**src/common/nlc_cfg.svh**
```systemverilog
`ifndef NLC_CFG_SVH
`define NLC_CFG_SVH

// Channel layout
`define NLC_CHANNELS 16
`define NLC_CAL_WORDS 8

// Raw ADC code width
`define NLC_ADC_W 21

// Fixed point format, signed with 16 fraction bits
`define NLC_DATA_W 32
`define NLC_FRAC 16

// Polynomial order for Horner evaluation
`define NLC_ORDER 5

// Word address into calibration space, channel * 8 + word
`define NLC_WB_ADR_W 7

`endif

```
**src/common/nlc_pkg.sv**
```systemverilog
`include "nlc_cfg.svh"

package nlc_pkg;

	typedef logic signed [`NLC_ADC_W-1:0] adc_t; // Raw converter code
	typedef logic signed [`NLC_DATA_W-1:0] fix_t; // 16 fraction bits

	typedef logic [$clog2(`NLC_CHANNELS)-1:0] chan_t;

	// Word index inside one channel's calibration block
	typedef enum logic [$clog2(`NLC_CAL_WORDS)-1:0] {
		CAL_NEG_MEAN = 0,
		CAL_RECIP_STDEV = 1,
		CAL_COEFF_0 = 2,
		CAL_COEFF_1 = 3,
		CAL_COEFF_2 = 4,
		CAL_COEFF_3 = 5,
		CAL_COEFF_4 = 6,
		CAL_COEFF_5 = 7
	} cal_sel_t;

	// Pre add: ((a + c) * b) >>> frac
	// Post add: ((a * b) >>> frac) + c
	typedef enum logic {
		MAC_PRE_ADD,
		MAC_POST_ADD
	} mac_op_t;

endpackage

```
**src/common/mac_if.sv**
```systemverilog
`timescale 1ns/1ps

interface mac_if;

	// Request side, one cycle pulse with operands
	logic req;
	nlc_pkg::mac_op_t op;
	nlc_pkg::fix_t a;
	nlc_pkg::fix_t b;
	nlc_pkg::fix_t c;

	// Response, two cycles after req
	logic ack;
	nlc_pkg::fix_t result;

	modport sequencer (
		output req,
		output op,
		output a,
		output b,
		output c,
		input ack,
		input result
	);

	modport mac (
		input req,
		input op,
		input a,
		input b,
		input c,
		output ack,
		output result
	);

endinterface

```
**src/nlc_core/nlc_mac.sv**
```systemverilog
`timescale 1ns/1ps
`include "nlc_cfg.svh"

module nlc_mac (
	input logic clk,
	input logic rst,
	mac_if.mac mac
);

	localparam int PROD_W = 2 * `NLC_DATA_W;

	// Stage one registers
	logic s1_valid;
	nlc_pkg::fix_t mul_a;
	nlc_pkg::fix_t mul_b;
	nlc_pkg::fix_t add_c;

	logic signed [PROD_W-1:0] product;
	logic signed [PROD_W-1:0] scaled;

	always_ff @(posedge clk) begin
		if (rst) begin
			s1_valid <= 1'b0;
		end else begin
			s1_valid <= mac.req;
		end
	end

	always_ff @(posedge clk) begin
		if (mac.req) begin
			mul_b <= mac.b;
			if (mac.op == nlc_pkg::MAC_PRE_ADD) begin
				mul_a <= mac.a + mac.c; // Offset before scaling
				add_c <= '0;
			end else begin
				mul_a <= mac.a;
				add_c <= mac.c;
			end
		end
	end

	// Full width product, then drop fraction bits
	assign product = PROD_W'(mul_a) * PROD_W'(mul_b);
	assign scaled = product >>> `NLC_FRAC;

	always_ff @(posedge clk) begin
		if (rst) begin
			mac.ack <= 1'b0;
		end else begin
			mac.ack <= s1_valid;
		end
	end

	always_ff @(posedge clk) begin
		if (s1_valid) begin
			mac.result <= scaled[`NLC_DATA_W-1:0] + add_c; // Wraps mod 2^32
		end
	end

endmodule

```
**src/flat_wrapper.sv**
```systemverilog
// flat-port wrapper written by rule: the top's interface ports become plain ports
module nlc_mac_flat 
  (clk, rst, mac_req, mac_op, mac_a, mac_b, mac_c, mac_ack, mac_result);
  mac_if mac_i ();
  input logic clk;
  input logic rst;
  input wire logic [$bits(mac_i.req)-1:0] mac_req;
  input wire logic [$bits(mac_i.op)-1:0] mac_op;
  input wire logic [$bits(mac_i.a)-1:0] mac_a;
  input wire logic [$bits(mac_i.b)-1:0] mac_b;
  input wire logic [$bits(mac_i.c)-1:0] mac_c;
  output wire logic [$bits(mac_i.ack)-1:0] mac_ack;
  output wire logic [$bits(mac_i.result)-1:0] mac_result;
  assign mac_i.req = mac_req;
  assign mac_i.op = mac_op;
  assign mac_i.a = mac_a;
  assign mac_i.b = mac_b;
  assign mac_i.c = mac_c;
  assign mac_ack = mac_i.ack;
  assign mac_result = mac_i.result;
  nlc_mac u_core (.clk(clk), .rst(rst), .mac(mac_i));
endmodule
```
**config.mk**
```make
export PLATFORM = sky130hd
export DESIGN_NAME = nlc_mac_flat
export DESIGN_NICKNAME = d
export VERILOG_FILES = /design/src/common/nlc_pkg.sv /design/src/common/mac_if.sv /design/src/nlc_core/nlc_mac.sv /design/src/flat_wrapper.sv
export VERILOG_INCLUDE_DIRS = /design/src /design/src/common
export SDC_FILE = /design/constraint.sdc
export NUM_CORES = 2
export LEC_CHECK = 0
export BUFFER_PORTS_ARGS = -buffer_cell sky130_fd_sc_hd__buf_4
export CORE_MARGIN = 10
export CORE_UTILIZATION = 55
export DETAILED_ROUTE_END_ITERATION = 16
export PLACE_DENSITY = 0.76
export SLEW_MARGIN = 20
export SYNTH_ARGS = -nofsm -noshare
export SYNTH_HDL_FRONTEND = slang
export SYNTH_SLANG_ARGS = --single-unit
```
**constraint.sdc**
```tcl
create_clock -name clk -period 14.1 [get_ports clk]
set_input_delay 0.705 -clock clk [delete_from_list [all_inputs] [get_ports clk]]
set_output_delay 0.705 -clock clk [all_outputs]
set_load 0.02 [all_outputs]
```
======== Yosys cells after proc, flatten, opt, wreduce, memory -nomap -nowiden ========
Index checks and enable logic that the tools add are counted.
Widths: inputs -> output; s select.
operators by class
  $mul .................................... 1
  $add $sub $neg .......................... 2
  mux-type cells .......................... 1
operator list
  kind            number
  $add 32x32->32  2
  $mul 32x32->48  1
  $mux 32         1
storage, ports and cells
  register bits after elaboration ......... 130
  logic and storage cells ................. 10
  input bits .............................. 100

======== Logic depth before layout (Yosys ltp) ========
  word-level depth ........................ 2
  depth in mapped cells ................... 38
  gate-level depth less buffers ........... 37

======== Worst setup path after synthesis ========
OpenSTA, ideal clock, no wires.
  path kind ............................... flip-flop to flip-flop
  from .................................... reg u_core.mul_a[18]
  to ...................................... reg u_core.mac.result[31], data pin
  library setup time ...................... 0.264 ns
  data arrival time ....................... 8.916 ns
  required time ........................... 13.836 ns
  cell stages (with the launch flop) ...... 33
  setup slack ............................. 4.921 ns
  cell sequence ........................... edfxtp_1 -> clkbuf_1 -> clkbuf_1 -> nand2_1 -> fa_1 -> fa_1 -> fa_1 -> fa_1 -> inv_1 -> fa_1 -> fa_1 -> fa_1 -> fa_1 -> ha_1 -> a21oi_1 -> o211ai_1 -> o2111ai_1 -> nand2_1 -> a41o_1 -> a2111oi_4 -> o21bai_2 -> a21oi_1 -> xnor2_1 -> ha_1 -> a21oi_1 -> o21ai_0 -> a2111oi_2 -> a311o_2 -> a31oi_1 -> or4_4 -> a31oi_4 -> xnor2_1 -> xnor2_1
between the ends
  longest elaborated chain between the ends .. 2
RTL lines
  item                    line           source
  start, declared         nlc_mac.sv:14  nlc_pkg::fix_t mul_a;
  start signal, assigned  nlc_mac.sv:33  mul_a <= mac.a + mac.c;
  start signal, assigned  nlc_mac.sv:36  mul_a <= mac.a;
  $mul 32x32->48          nlc_mac.sv:43  assign product = PROD_W'(mul_a) * PROD_W'(mul_b);
  $add 32x32->32          nlc_mac.sv:56  mac.result <= scaled[`NLC_DATA_W-1:0] + add_c;
  end signal, assigned    nlc_mac.sv:56
  end, declared           mac_if.sv:33   output result
No other way between the ends.
A chain may end at the register's enable or synchronous reset.

======== Final worst setup path ========
  from .................................... reg u_core.mul_b[21]
  to ...................................... reg u_core.mac.result[31], data pin
between the ends
  longest elaborated chain between the ends .. 2
RTL lines
  item                    line           source
  start, declared         nlc_mac.sv:15  nlc_pkg::fix_t mul_b;
  start signal, assigned  nlc_mac.sv:31  mul_b <= mac.b;
  $mul 32x32->48          nlc_mac.sv:43
  $add 32x32->32          nlc_mac.sv:56
No other way between the ends.

==> impl_metrics.toml <==
[status]
run_status = "finished, final reports clean"

[sta]
finalCritPeriodShare_pct = 71.71
setup_tns_ns = 0
setup_viol_count_final = 0
final.setup_skew_ns = 0.03013
fin_ws_ns = 3.988
relSlewSlack_pct = 32.93
tightest_slew_ns = 1.006
fmax_mhz = 98.90
min_period_ns = 10.11
hold_violations = 0
grt_setup_unrepaired = "false"
slew_viol_final = 0

[synth]
synth-compound-area-share_pct = 4.990
synthArstFlopShare_pct = 0
synth-adder-area-share_pct = 54.74
synth_top_area_share_pct = 46.77
syn-num-nets = 4872
synth_edf_count = 128
synth_cell_type_count = 72
ys_warn_count = 0
synthXorXnorAreaFrac_pct = 2.947
synth_most_common_cell = "fa_1"
yosysSeqAreaShare_pct = 10.80
synthCells = 3703
synth_common_cells = "840 x fa_1, 823 x inv_1, 520 x and2_1"
ys_seq_elements = 130
synthMuxAreaShare_pct = 0.09047
synth_top_family_by_area = "adder cells"
synthTopCellsByArea = "fa_1 47%, edfxtp_1 11%, and2_1 9.0%"
synthSimpleGateAreaFrac_pct = 15.99
synth_area_per_cell_um2 = 9.710
ys.flop_type = "edfxtp_1"
synth_top_cell_by_area = "fa_1"
synth.cell_area_mm2 = 0.03596

[global_routing]
grt-ovfl-total = 0
grt_usage_pct = 25.32
antenna_found_initial = 3
grt_max_degree = 96
grt_pass1_wl_um = 149100
first_global_vias = 27700

[critical_path]
slowest_delay_ns = 0.76
end_kind = "register"
rrSetupSlack_ns = 3.99
crit_fanout = 27
crit_top_cell = "fa_1"
crit_type = "register to register"
worst_r2r_startpoint = "u_core.mul_b[21]"
required_ns = 14.33
crit_slowest_cell = "edfxtp_1"
crit_arrival_ns = 10.34
worstReg2RegEnd = "u_core.mac.result[31]"
crit_path_start_kind = "register"
reg2reg_depth = 33

[route]
ant_nets = 0
first_iter_violations = 1914
drc_errors = 0
dr.pass1.iters = 6
drt-total-wl_um = 91220
route.vias.total = 25230
wl_per_cell_um = 19.82
via_per_inst = 5.481

[clock_tree]
cts_hold_buf = 0
htree_levels = 4
clockRootBuffer = "clkbuf_16"
tritoncts = "yes"
cts_made_buffers = 17
clk_pin_slew_worst_paths_ns = 0.08
cts_setup_buffers = 0
clk_path_buf_depth = 2
cts_sinks = 130
cts-resized-gates = 0
insertion_delay_ns = 0.50

[floorplan]
core-area_mm2 = 0.06458
die_h_um = 275.7
start_util_pct = 55.68
rows = 93
die_w_um = 275.7
die-area_mm2 = 0.07600
io_pins = 133

[layout]
fin_util_pct = 59.56
final_cells = 4602
layout-drive-gt1-share_pct = 6.434
nets = 4902
area_delta_synth_final_pct = 6.977

[min_path]
hold_path.class = "input pin to register"
min_path_cells = 2
hold_end = "u_core.s1_valid"
hp-start = "rst"

[placement]
dp.cells = 4564
port_buffers = 132
gp_congestion = 0.9296
dp_slack_ns = 3.820
hpwlAfterDp_um = 72240

[flow_run]
cap_violations = 0
==> state kept, by name (all words and copies together) (netlist names) <==
name and count:
u_core.s1_valid 1, u_core.add_c 32, u_core.mul_b 32, u_core.mac.ack 1, u_core.mul_a 32, u_core.mac.result 32
==> critical path: cells and delay by family, from the launching register on <==
| kind | cells | cell delay, ns |
|---|---|---|
| adders and majority gates | 10 | 4.58 |
| AOI/OAI and AO/OA | 13 | 2.91 |
| and+or+nand+nor | 3 | 0.93 |
| DFF | 1 | 0.76 |
| xor gates and xnor gates | 3 | 0.45 |
| buffers and inverters | 4 | 0.23 |
==> cell families after synthesis <==
kind of cell,count (synthesis)
AO/OA/AOI/OAI,263
XOR/XNOR,121
adder cells (fa/ha/maj),1069
buffers and inverters,1000
flip-flops,130
multiplexers,3
AND/OR/NAND/NOR,1117
==> final cells by class <==
type,count,area (um2)
fill,5381,26120
inverter,823,3089
antenna,1,2.502
clock inverter,15,173.9
sequential,130,3885
tap,855,1070
timing repair buffer,188,1501
multi-input combinational,2573,28320
clock buffer,17,425.4
==> through the flow <==
stage | hold slack [ns] | cell area (um2)
after global routing | 0.3696 | 38460
after global placement | 0.5419 | 37720
after detailed placement | 0.5504 | 37760
final | 0.3766 | 38470
after floorplan | 0.5257 | 35960
after CTS | 0.3396 | 38360
==> metal layers <==
metal | track usage (%) | share of wire, % | vias up
met3 | 4.310 | 7.3 | 217
li1 | - | - | 11010
met4 | 10.70 | 4.3 | 0
met5 | 0 | 0 | -
met1 | 31.92 | 39 | 13020
met2 | 42.69 | 49 | 983
==> cells in the final DEF (no fill, tap or decap), types with 5 or more instances in the layout <==
master	instances
nor3_1	12
clkbuf_16	17
nand3_1	9
o21bai_1	15
a211oi_1	12
a21o_1	33
fa_1	840
xor2_1	40
a31oi_1	8
buf_4	181
and2_1	520
nand2b_1	17
ha_1	229
nor2_1	42
nor4_1	5
nand2_1	462
o211ai_1	9
xnor2_1	81
a21oi_1	60
o21ai_0	58
nand4_1	6
nor2b_1	17
o21a_1	18
o21ai_1	5
inv_1	823
edfxtp_1	128
==> worst max path at each step <==
stage,start,to,slack [ns]
global route,u_core.mul_a[13],u_core.mac.result[31],3.49
CTS,u_core.mul_b[2],u_core.mac.result[31],3.83
floorplan,u_core.mul_a[18],u_core.mac.result[31],4.92
finish,u_core.mul_b[21],u_core.mac.result[31],3.99
global placement,u_core.mul_b[15],u_core.mac.result[31],3.96
detailed placement,u_core.mul_b[3],u_core.mac.result[31],3.82
Power is left out: the tool's default activity adds up to more than one toggle a clock period on the data nets, which glitch-free logic cannot reach.
