`src/common/nlc_cfg.svh`:
```
`ifndef NLC_CFG_SVH
`define NLC_CFG_SVH

// Channel layout
`define NLC_CHANNELS 16
`define NLC_CAL_WORDS 8

// Raw ADC code width
`define NLC_ADC_W 21

// Fixed point format, signed with 16 fraction bits
`define NLC_DATA_W 32
`define NLC_FRAC 16

// Polynomial order for Horner evaluation
`define NLC_ORDER 5

// Word address into calibration space, channel * 8 + word
`define NLC_WB_ADR_W 7

`endif

```
`src/common/nlc_pkg.sv`:
```
`include "nlc_cfg.svh"

package nlc_pkg;

	typedef logic signed [`NLC_ADC_W-1:0] adc_t; // Raw converter code
	typedef logic signed [`NLC_DATA_W-1:0] fix_t; // 16 fraction bits

	typedef logic [$clog2(`NLC_CHANNELS)-1:0] chan_t;

	// Word index inside one channel's calibration block
	typedef enum logic [$clog2(`NLC_CAL_WORDS)-1:0] {
		CAL_NEG_MEAN = 0,
		CAL_RECIP_STDEV = 1,
		CAL_COEFF_0 = 2,
		CAL_COEFF_1 = 3,
		CAL_COEFF_2 = 4,
		CAL_COEFF_3 = 5,
		CAL_COEFF_4 = 6,
		CAL_COEFF_5 = 7
	} cal_sel_t;

	// Pre add: ((a + c) * b) >>> frac
	// Post add: ((a * b) >>> frac) + c
	typedef enum logic {
		MAC_PRE_ADD,
		MAC_POST_ADD
	} mac_op_t;

endpackage

```
`src/common/mac_if.sv`:
```
`timescale 1ns/1ps

interface mac_if;

	// Request side, one cycle pulse with operands
	logic req;
	nlc_pkg::mac_op_t op;
	nlc_pkg::fix_t a;
	nlc_pkg::fix_t b;
	nlc_pkg::fix_t c;

	// Response, two cycles after req
	logic ack;
	nlc_pkg::fix_t result;

	modport sequencer (
		output req,
		output op,
		output a,
		output b,
		output c,
		input ack,
		input result
	);

	modport mac (
		input req,
		input op,
		input a,
		input b,
		input c,
		output ack,
		output result
	);

endinterface

```
`src/nlc_core/nlc_sequencer.sv`:
```
`timescale 1ns/1ps
`include "nlc_cfg.svh"

module nlc_sequencer (
	input logic clk,
	input logic rst,

	// Sample stream in
	input logic adc_valid,
	output logic adc_ready,
	input nlc_pkg::adc_t adc_data,

	// Result stream out
	output logic lin_valid,
	input logic lin_ready,
	output nlc_pkg::chan_t lin_chan,
	output nlc_pkg::fix_t lin_data,

	// Calibration lookup
	output nlc_pkg::chan_t rd_chan,
	output nlc_pkg::cal_sel_t rd_sel,
	input nlc_pkg::fix_t rd_data,

	mac_if.sequencer mac
);

	localparam int SEL_W = $bits(nlc_pkg::cal_sel_t);
	localparam nlc_pkg::chan_t CHAN_LAST = nlc_pkg::chan_t'(`NLC_CHANNELS - 1);

	typedef enum logic [2:0] {
		S_IDLE,
		S_NORM,
		S_NORM_WAIT,
		S_STEP,
		S_STEP_WAIT,
		S_OUT
	} state_t;

	state_t state;

	nlc_pkg::chan_t chan_cnt; // Channel of the next sample
	nlc_pkg::chan_t chan_cur;

	logic [SEL_W-1:0] k; // Coefficient index for Horner
	logic [SEL_W-1:0] step_sel;

	nlc_pkg::fix_t x_fix;
	nlc_pkg::fix_t x_r;
	nlc_pkg::fix_t mean_r;
	nlc_pkg::fix_t t_r; // Normalized input
	nlc_pkg::fix_t acc;

	logic accept;
	logic norm_done;
	logic step_done;

	assign adc_ready = (state == S_IDLE);
	assign accept = adc_valid & adc_ready;
	assign norm_done = (state == S_NORM_WAIT) && mac.ack;
	assign step_done = (state == S_STEP_WAIT) && mac.ack;

	// Integer code to fixed point
	assign x_fix = nlc_pkg::fix_t'(adc_data) <<< `NLC_FRAC;

	always_ff @(posedge clk) begin
		if (rst) begin
			state <= S_IDLE;
			chan_cnt <= '0;
			k <= '0;
		end else begin
			case (state)
				S_IDLE: begin
					if (accept) begin
						state <= S_NORM;
						chan_cnt <= (chan_cnt == CHAN_LAST) ? '0 : chan_cnt + 1'b1;
					end
				end
				S_NORM: state <= S_NORM_WAIT;
				S_NORM_WAIT: begin
					if (mac.ack) begin
						state <= S_STEP;
						k <= SEL_W'(`NLC_ORDER - 1); // acc already holds top coeff
					end
				end
				S_STEP: state <= S_STEP_WAIT;
				S_STEP_WAIT: begin
					if (mac.ack) begin
						if (k == '0) begin
							state <= S_OUT;
						end else begin
							k <= k - 1'b1;
							state <= S_STEP;
						end
					end
				end
				S_OUT: begin
					if (lin_ready) begin
						state <= S_IDLE;
					end
				end
				default: state <= S_IDLE;
			endcase
		end
	end

	always_ff @(posedge clk) begin
		if (accept) begin
			x_r <= x_fix;
			mean_r <= rd_data; // Neg mean is on the read port while idle
			chan_cur <= chan_cnt;
		end
		if (norm_done) begin
			t_r <= mac.result;
			acc <= rd_data; // Coeff 5 seed
		end
		if (step_done) begin
			acc <= mac.result;
		end
	end

	assign step_sel = SEL_W'(nlc_pkg::CAL_COEFF_0) + k;

	always_comb begin
		rd_chan = chan_cur;
		case (state)
			S_IDLE: begin
				rd_chan = chan_cnt;
				rd_sel = nlc_pkg::CAL_NEG_MEAN;
			end
			S_NORM: rd_sel = nlc_pkg::CAL_RECIP_STDEV;
			S_NORM_WAIT: rd_sel = nlc_pkg::CAL_COEFF_5;
			default: rd_sel = nlc_pkg::cal_sel_t'(step_sel);
		endcase
	end

	// Normalize uses pre add, every Horner step post add
	assign mac.req = (state == S_NORM) || (state == S_STEP);
	assign mac.op = (state == S_NORM) ? nlc_pkg::MAC_PRE_ADD : nlc_pkg::MAC_POST_ADD;
	assign mac.a = (state == S_NORM) ? x_r : acc;
	assign mac.b = (state == S_NORM) ? rd_data : t_r;
	assign mac.c = (state == S_NORM) ? mean_r : rd_data;

	// Held until taken
	assign lin_valid = (state == S_OUT);
	assign lin_chan = chan_cur;
	assign lin_data = acc;

endmodule

```
`src/flat_wrapper.sv`:
```
// flat-port wrapper written by rule: the top's interface ports become plain ports
module nlc_sequencer_flat 
  (clk, rst, adc_valid, adc_ready, adc_data, lin_valid, lin_ready, lin_chan, lin_data, rd_chan, rd_sel, rd_data, mac_req, mac_op, mac_a, mac_b, mac_c, mac_ack, mac_result);
  mac_if mac_i ();
  input logic clk;
  input logic rst;
  input logic adc_valid;
  output logic adc_ready;
  input nlc_pkg::adc_t adc_data;
  output logic lin_valid;
  input logic lin_ready;
  output nlc_pkg::chan_t lin_chan;
  output nlc_pkg::fix_t lin_data;
  output nlc_pkg::chan_t rd_chan;
  output nlc_pkg::cal_sel_t rd_sel;
  input nlc_pkg::fix_t rd_data;
  output wire logic [$bits(mac_i.req)-1:0] mac_req;
  output wire logic [$bits(mac_i.op)-1:0] mac_op;
  output wire logic [$bits(mac_i.a)-1:0] mac_a;
  output wire logic [$bits(mac_i.b)-1:0] mac_b;
  output wire logic [$bits(mac_i.c)-1:0] mac_c;
  input wire logic [$bits(mac_i.ack)-1:0] mac_ack;
  input wire logic [$bits(mac_i.result)-1:0] mac_result;
  assign mac_req = mac_i.req;
  assign mac_op = mac_i.op;
  assign mac_a = mac_i.a;
  assign mac_b = mac_i.b;
  assign mac_c = mac_i.c;
  assign mac_i.ack = mac_ack;
  assign mac_i.result = mac_result;
  nlc_sequencer u_core (.clk(clk), .rst(rst), .adc_valid(adc_valid), .adc_ready(adc_ready), .adc_data(adc_data), .lin_valid(lin_valid), .lin_ready(lin_ready), .lin_chan(lin_chan), .lin_data(lin_data), .rd_chan(rd_chan), .rd_sel(rd_sel), .rd_data(rd_data), .mac(mac_i));
endmodule
```
`config.mk`:
```
export PLATFORM = sky130hd
export DESIGN_NAME = nlc_sequencer_flat
export DESIGN_NICKNAME = d
export VERILOG_FILES = /design/src/common/nlc_pkg.sv /design/src/common/mac_if.sv /design/src/nlc_core/nlc_sequencer.sv /design/src/flat_wrapper.sv
export VERILOG_INCLUDE_DIRS = /design/src /design/src/common
export SDC_FILE = /design/constraint.sdc
export NUM_CORES = 1
export LEC_CHECK = 0
export BUFFER_PORTS_ARGS = -buffer_cell sky130_fd_sc_hd__buf_2
export CORE_AREA = 5 5 114 116
export CTS_CLUSTER_SIZE = 25
export DETAILED_ROUTE_END_ITERATION = 10
export DIE_AREA = 0 0 119 121
export PLACE_DENSITY = 0.81
export SYNTH_ARGS = -nofsm -noshare
export SYNTH_HDL_FRONTEND = slang
export SYNTH_SLANG_ARGS = --single-unit
export TNS_END_PERCENT = 5
```
`constraint.sdc`:
```
create_clock -name clk -period 5.9 [get_ports clk]
set_input_delay 0.885 -clock clk [delete_from_list [all_inputs] [get_ports clk]]
set_output_delay 0.885 -clock clk [all_outputs]
set_load 0.01 [all_outputs]
```
# [Word-level counts from Yosys, hierarchy flattened]
# Cells that the tools add are included.
[word_totals] ff_bits=126 input_bits=90
[op_classes] reduce_logical=10 n_eq_ne=11 mux=19 addsub=3 bitwise_logic=1
[op_table] operator="$mux 32" n=5
[op_table] operator="$mux 3" n=8
[op_table] operator="$pmux 3 s6" n=1
[op_table] operator="$pmux 3 s3" n=1
[op_table] operator="$mux 4" n=2
[op_table] operator="$ne 2x2->1 const B" n=4
[op_table] operator="$reduce_and 4->1" n=2
[op_table] operator="$eq 3x2->1 const B" n=2
[op_table] operator="$eq 3x3->1 const B" n=2
[op_table] operator="$logic_not 3->1" n=2
[op_table] operator="$pmux 3 s2" n=1
[op_table] operator="$add 4x1->4 const B" n=1
[op_table] operator="$eq 4x4->1 const B" n=1
[op_table] operator="$reduce_bool 2->1" n=2
[op_table] operator="$add 2x3->3 const A" n=1
[op_table] operator="$eq 3x1->1 const B" n=1
[op_table] operator="$sub 3x1->3 const B" n=1
[op_table] operator="$logic_and 1x1->1" n=2
[op_table] operator="$ne 2x1->1 const B" n=1
[op_table] operator="$reduce_and 2->1" n=1
[op_table] operator="$and 1x1->1" n=1
[op_table] operator="$logic_or 1x1->1" n=1
[op_table] operator="$mux 1" n=1

# [Logic depth before layout (Yosys ltp)]
[logic_depth] depth_word=4 mapped_depth=8 depth_no_buf=6

# [Worst setup path before layout]
# Ideal clock, no wire load.
[synth_timing] path_type="input to register" start="in mac_ack" end="reg u_core.acc[0] (netlist: u_core.lin_data[0]), enable pin" setup_slack_ns=2.912 n_path_buf=0 t_required_ns=5.468 arrival_time_ns=2.556 cell_stages=2 path_cell_list="nand2b_1 a21oi_1"
[synth_between] elab_chain_len=2 word_cells_on_any_way=3 cone_classes="3 x reduce/logical"
[synth_lines] element="start: declaration" line="flat_wrapper.sv:22" source="input wire logic [$bits(mac_i.ack)-1:0] mac_ack;"
[synth_lines] element="$logic_and 1x1->1, on equally long branches" line="nlc_sequencer.sv:60, nlc_sequencer.sv:59"
[synth_lines] element="$reduce_bool 2->1 (no source line) *"
[synth_lines] element="end signal: assignment" line="nlc_sequencer.sv:114" source="acc <= rd_data;"
[synth_lines] element="end signal: assignment" line="nlc_sequencer.sv:117" source="acc <= mac.result;"
[synth_lines] element="end: declaration" line="nlc_sequencer.sv:51" source="nlc_pkg::fix_t acc;"
# Mark *: on every way between the ends. The rest lies on a longest branch, timed or not.
# A chain may end at the register's enable or synchronous reset.

# [Final worst setup path]
[layout_timing] start="reg u_core.state[1]" end="out mac_b[2]"
[layout_between] elab_chain_len=2
[layout_lines] element="start: declaration" line="nlc_sequencer.sv:39" source="state_t state;"
[layout_lines] element="start signal: assignment" line="nlc_sequencer.sv:67" source="state <= S_IDLE;"
[layout_lines] element="start signal: assignment" line="nlc_sequencer.sv:74" source="state <= S_NORM;"
[layout_lines] element="start signal: assignment" line="nlc_sequencer.sv:78" source="S_NORM: state <= S_NORM_WAIT;"
[layout_lines] element="$eq 3x1->1" line="nlc_sequencer.sv:140" source="assign mac.b = (state == S_NORM) ? rd_data : t_r;"
[layout_lines] element="$mux 32" line="nlc_sequencer.sv:140"
[layout_lines] element="end: declaration" line="flat_wrapper.sv:20" source="output wire logic [$bits(mac_i.b)-1:0] mac_b;"
# No other way between the ends.

==> out/results.ini <==
[status]
status = complete, no violations

[setup_path]
timing_worst_setup_path_type = register to primary output
crit_chain = nor2_1 -> and2_2 -> inv_2 -> buf_4 -> nand2_1 -> nand2_1 -> buf_2
cpPeakStageDelay_ns = 0.65
worstPathRequired_ns = 5.02
path_max_fanout = 52
cp_top_family = buffers and inverters
crit_top_cell = nand2_1
cp-startpoint = u_core.state[1]$_SDFFE_PP0P_
startpoint_type = register
crit_path_top_delay_cell = dfxtp_1
crit_path_end_kind = primary output
r2r_start = u_core.state[0]$_SDFFE_PP0P_
cp.arrival_ns = 2.90
crit_buf_inv = 3

[power]
peakVddDrop_uv = 326
leakagePower_nw = 3.43
power_density_nw_per_um2 = 496

[clock_tree]
cts_tree = built
clk_latency_ns = 0.41
cts_hold_buf = 0
cts.reportedPaths.clkPinSlew_ns = 0.05
cts_sinks = 126
cts.root.buffer_cell = clkbuf_16
clockBufferDepth = 2
cts_inserted_buffers = 17
ctsResizeCount = 0
post-cts-setup-buffer-count = 0
h-tree-depth = 4

[sta]
setup_tns_ns = 0
max_slew_margin = 0.282
max_freq_mhz = 264
min_period_ns = 3.79
finalSetupViolations = 0
fin_crit_sh = 0.642
tightest_slew_ns = 1.07
finalClockSkew_ns = 0.00504
worst_slack_ns = 2.11
drv_slew = 0
grt_setup_unrepaired = false
hold_viol = 0

[route]
first_pass_iters = 5
remaining_drc_errors = 0
drt_wl_total_mm = 15.1
ant_nets = 0
routedWlPerCell_um = 16.8
viasPerCell = 5.11
via_count = 4593
drtIter0Drc = 348

[global_routing]
grtUsageTotal = 0.208
grt_max_degree = 81
grt-ovfl-total = 0
antenna_found_initial = 0
grt_pass1_wl_mm = 23.6
grt_pass1_vias = 4666

[layout]
drive_gt1_frac = 0.411
num-nets-final = 832
antenna_cells = 0
syn_to_final_growth_pct = 31.4

[placed_design]
port_buffers = 227
pre_cts_ws_ns = 2.54
dp_hpwl_mm = 10.5
gp_congestion = 0.795

[synthesis]
synth-simple-area-share = 0.214
synth_top_flop_cell = edfxtp_1
synth_top_family_by_area = simple AND/OR/NAND/NOR gates
ys_seq_elements = 126
syn_nets = 608
avgSynthCellArea_um2 = 11.2
synth_edf_count = 116
synthesis.area_um2 = 5770
async_flop_share = 0
synth_fa_ha_area_frac = 0.00651
synthCells = 515
synth_mux_area_frac = 0.0703
yosysWarnings = 0
ys_types = 41
ys_seq_area_frac = 0.639
synth_compound_area_frac = 0.0286
synth_xor_area_frac = 0.00456

[worst_hold_path]
worst_hold_path_type = register to register
min_from = u_core.chan_cnt[3]$_SDFFE_PP0P_

[floorplan]
fp.dieW_um = 119
core_area_um2 = 11800
start_util = 0.488
die_h_um = 121
ios = 233
die_area_um2 = 14400
row_count = 40

[run]
drv_cap = 0

stage by stage:
stage	std cells	power, mW	hold slack, ns	cell area, µm²	util
final	899	3.76	0.529	7580	0.642
after global routing	899	3.98	0.545	7580	0.642
after CTS	899	3.80	0.528	7580	0.642
after detailed placement	867	2.69	0.522	6950	0.589
after global placement	867	2.65	0.493	6950	0.589
after floorplan	515	2.17	0.453	5770	-
power breakdown:
group	switching (mW)	total (mW)	internal (mW)	leakage, nW
Sequential	0.0944	1.30	1.21	1.15
Combinational	0.852	1.36	0.507	1.97
Clock	0.361	1.10	0.739	0.304
Total	1.31	3.76	2.45	3.43
synth_stat cells, drive strengths merged (3+ instances only):
| master | count | area share |
|---|---|---|
| a21oi | 11 | 0.010 |
| and2 | 18 | 0.020 |
| ha | 3 | 0.0065 |
| buf | 17 | 0.026 |
| nor2 | 9 | 0.0059 |
| dfxtp | 10 | 0.035 |
| clkbuf | 11 | 0.0089 |
| nand2b | 4 | 0.0043 |
| nor3 | 3 | 0.0046 |
| inv | 5 | 0.0033 |
| nand2 | 246 | 0.16 |
| mux2 | 36 | 0.070 |
| a2111oi | 3 | 0.0050 |
| nand3 | 3 | 0.0026 |
| edfxtp | 116 | 0.60 |
sequential cells by signal, summed over array words and instances (netlist names):
signal / count
u_core.mean_r: 32
u_core.x_r: 16
u_core.lin_chan: 4
u_core.chan_cnt: 4
u_core.k: 3
u_core.t_r: 32
u_core.lin_data: 32
u_core.state: 3
layout by cell type (no fill, tap or decap), types with 2 or more instances in the layout:
cell | Yosys | layout
dfxtp_1 | 10 | 10
a21oi_1 | 10 | 9
clkinv_2 | 0 | 3
buf_2 | 6 | 227
a2111oi_1 | 2 | 2
nand2_1 | 245 | 245
inv_1 | 4 | 3
clkbuf_16 | 0 | 17
xnor2_1 | 2 | 2
clkinv_1 | 0 | 5
bufinv_16 | 0 | 5
nor2b_1 | 2 | 2
nand3_1 | 3 | 3
inv_2 | 1 | 2
nor2_1 | 9 | 8
ha_1 | 3 | 3
mux2_2 | 36 | 36
buf_4 | 4 | 6
nor3_1 | 2 | 2
o21ai_0 | 2 | 2
edfxtp_1 | 116 | 116
nand2b_1 | 4 | 4
and2_1 | 18 | 17
metal layers:
layer / up-vias / share of wire / track usage
li1: 2193 / - / -
met1: 2125 / 0.39 / 0.234
met2: 248 / 0.50 / 0.361
met3: 27 / 0.088 / 0.0681
met4: 0 / 0.022 / 0.0927
met5: - / 0 / 0
area by class of cell:
cell class,instances,area (µm²)
clock buffers,17,425
well taps,147,184
flip-flops and latches,126,3680
clock inverters,15,200
repair buffers,233,1180
multi-input cells,356,1890
fillers,933,4230
inverters,5,18.8
worst paths after layout:
| check | endpoint | slack, ns | cells past startpoint |
|---|---|---|---|
| min reg2reg | u_core.lin_chan[3]$_DFFE_PP_ | 0.53 | 0 |
| min | u_core.lin_chan[3]$_DFFE_PP_ | 0.53 | 0 |
| max reg2reg | u_core.mean_r[19]$_DFFE_PP_ | 3.41 | 4 |
| max | mac_b[2] | 2.11 | 7 |
logic make-up after synthesis:
| kind of cell | Yosys count |
|---|---|
| and+or+nand+nor | 291 |
| DFF | 126 |
| muxes | 36 |
| xor gates and xnor gates | 3 |
| AOI/OAI and AO/OA | 23 |
| buffers and inverters | 33 |
| adders and majority gates | 3 |
No activity file was read; power rests on OpenSTA's default activity.
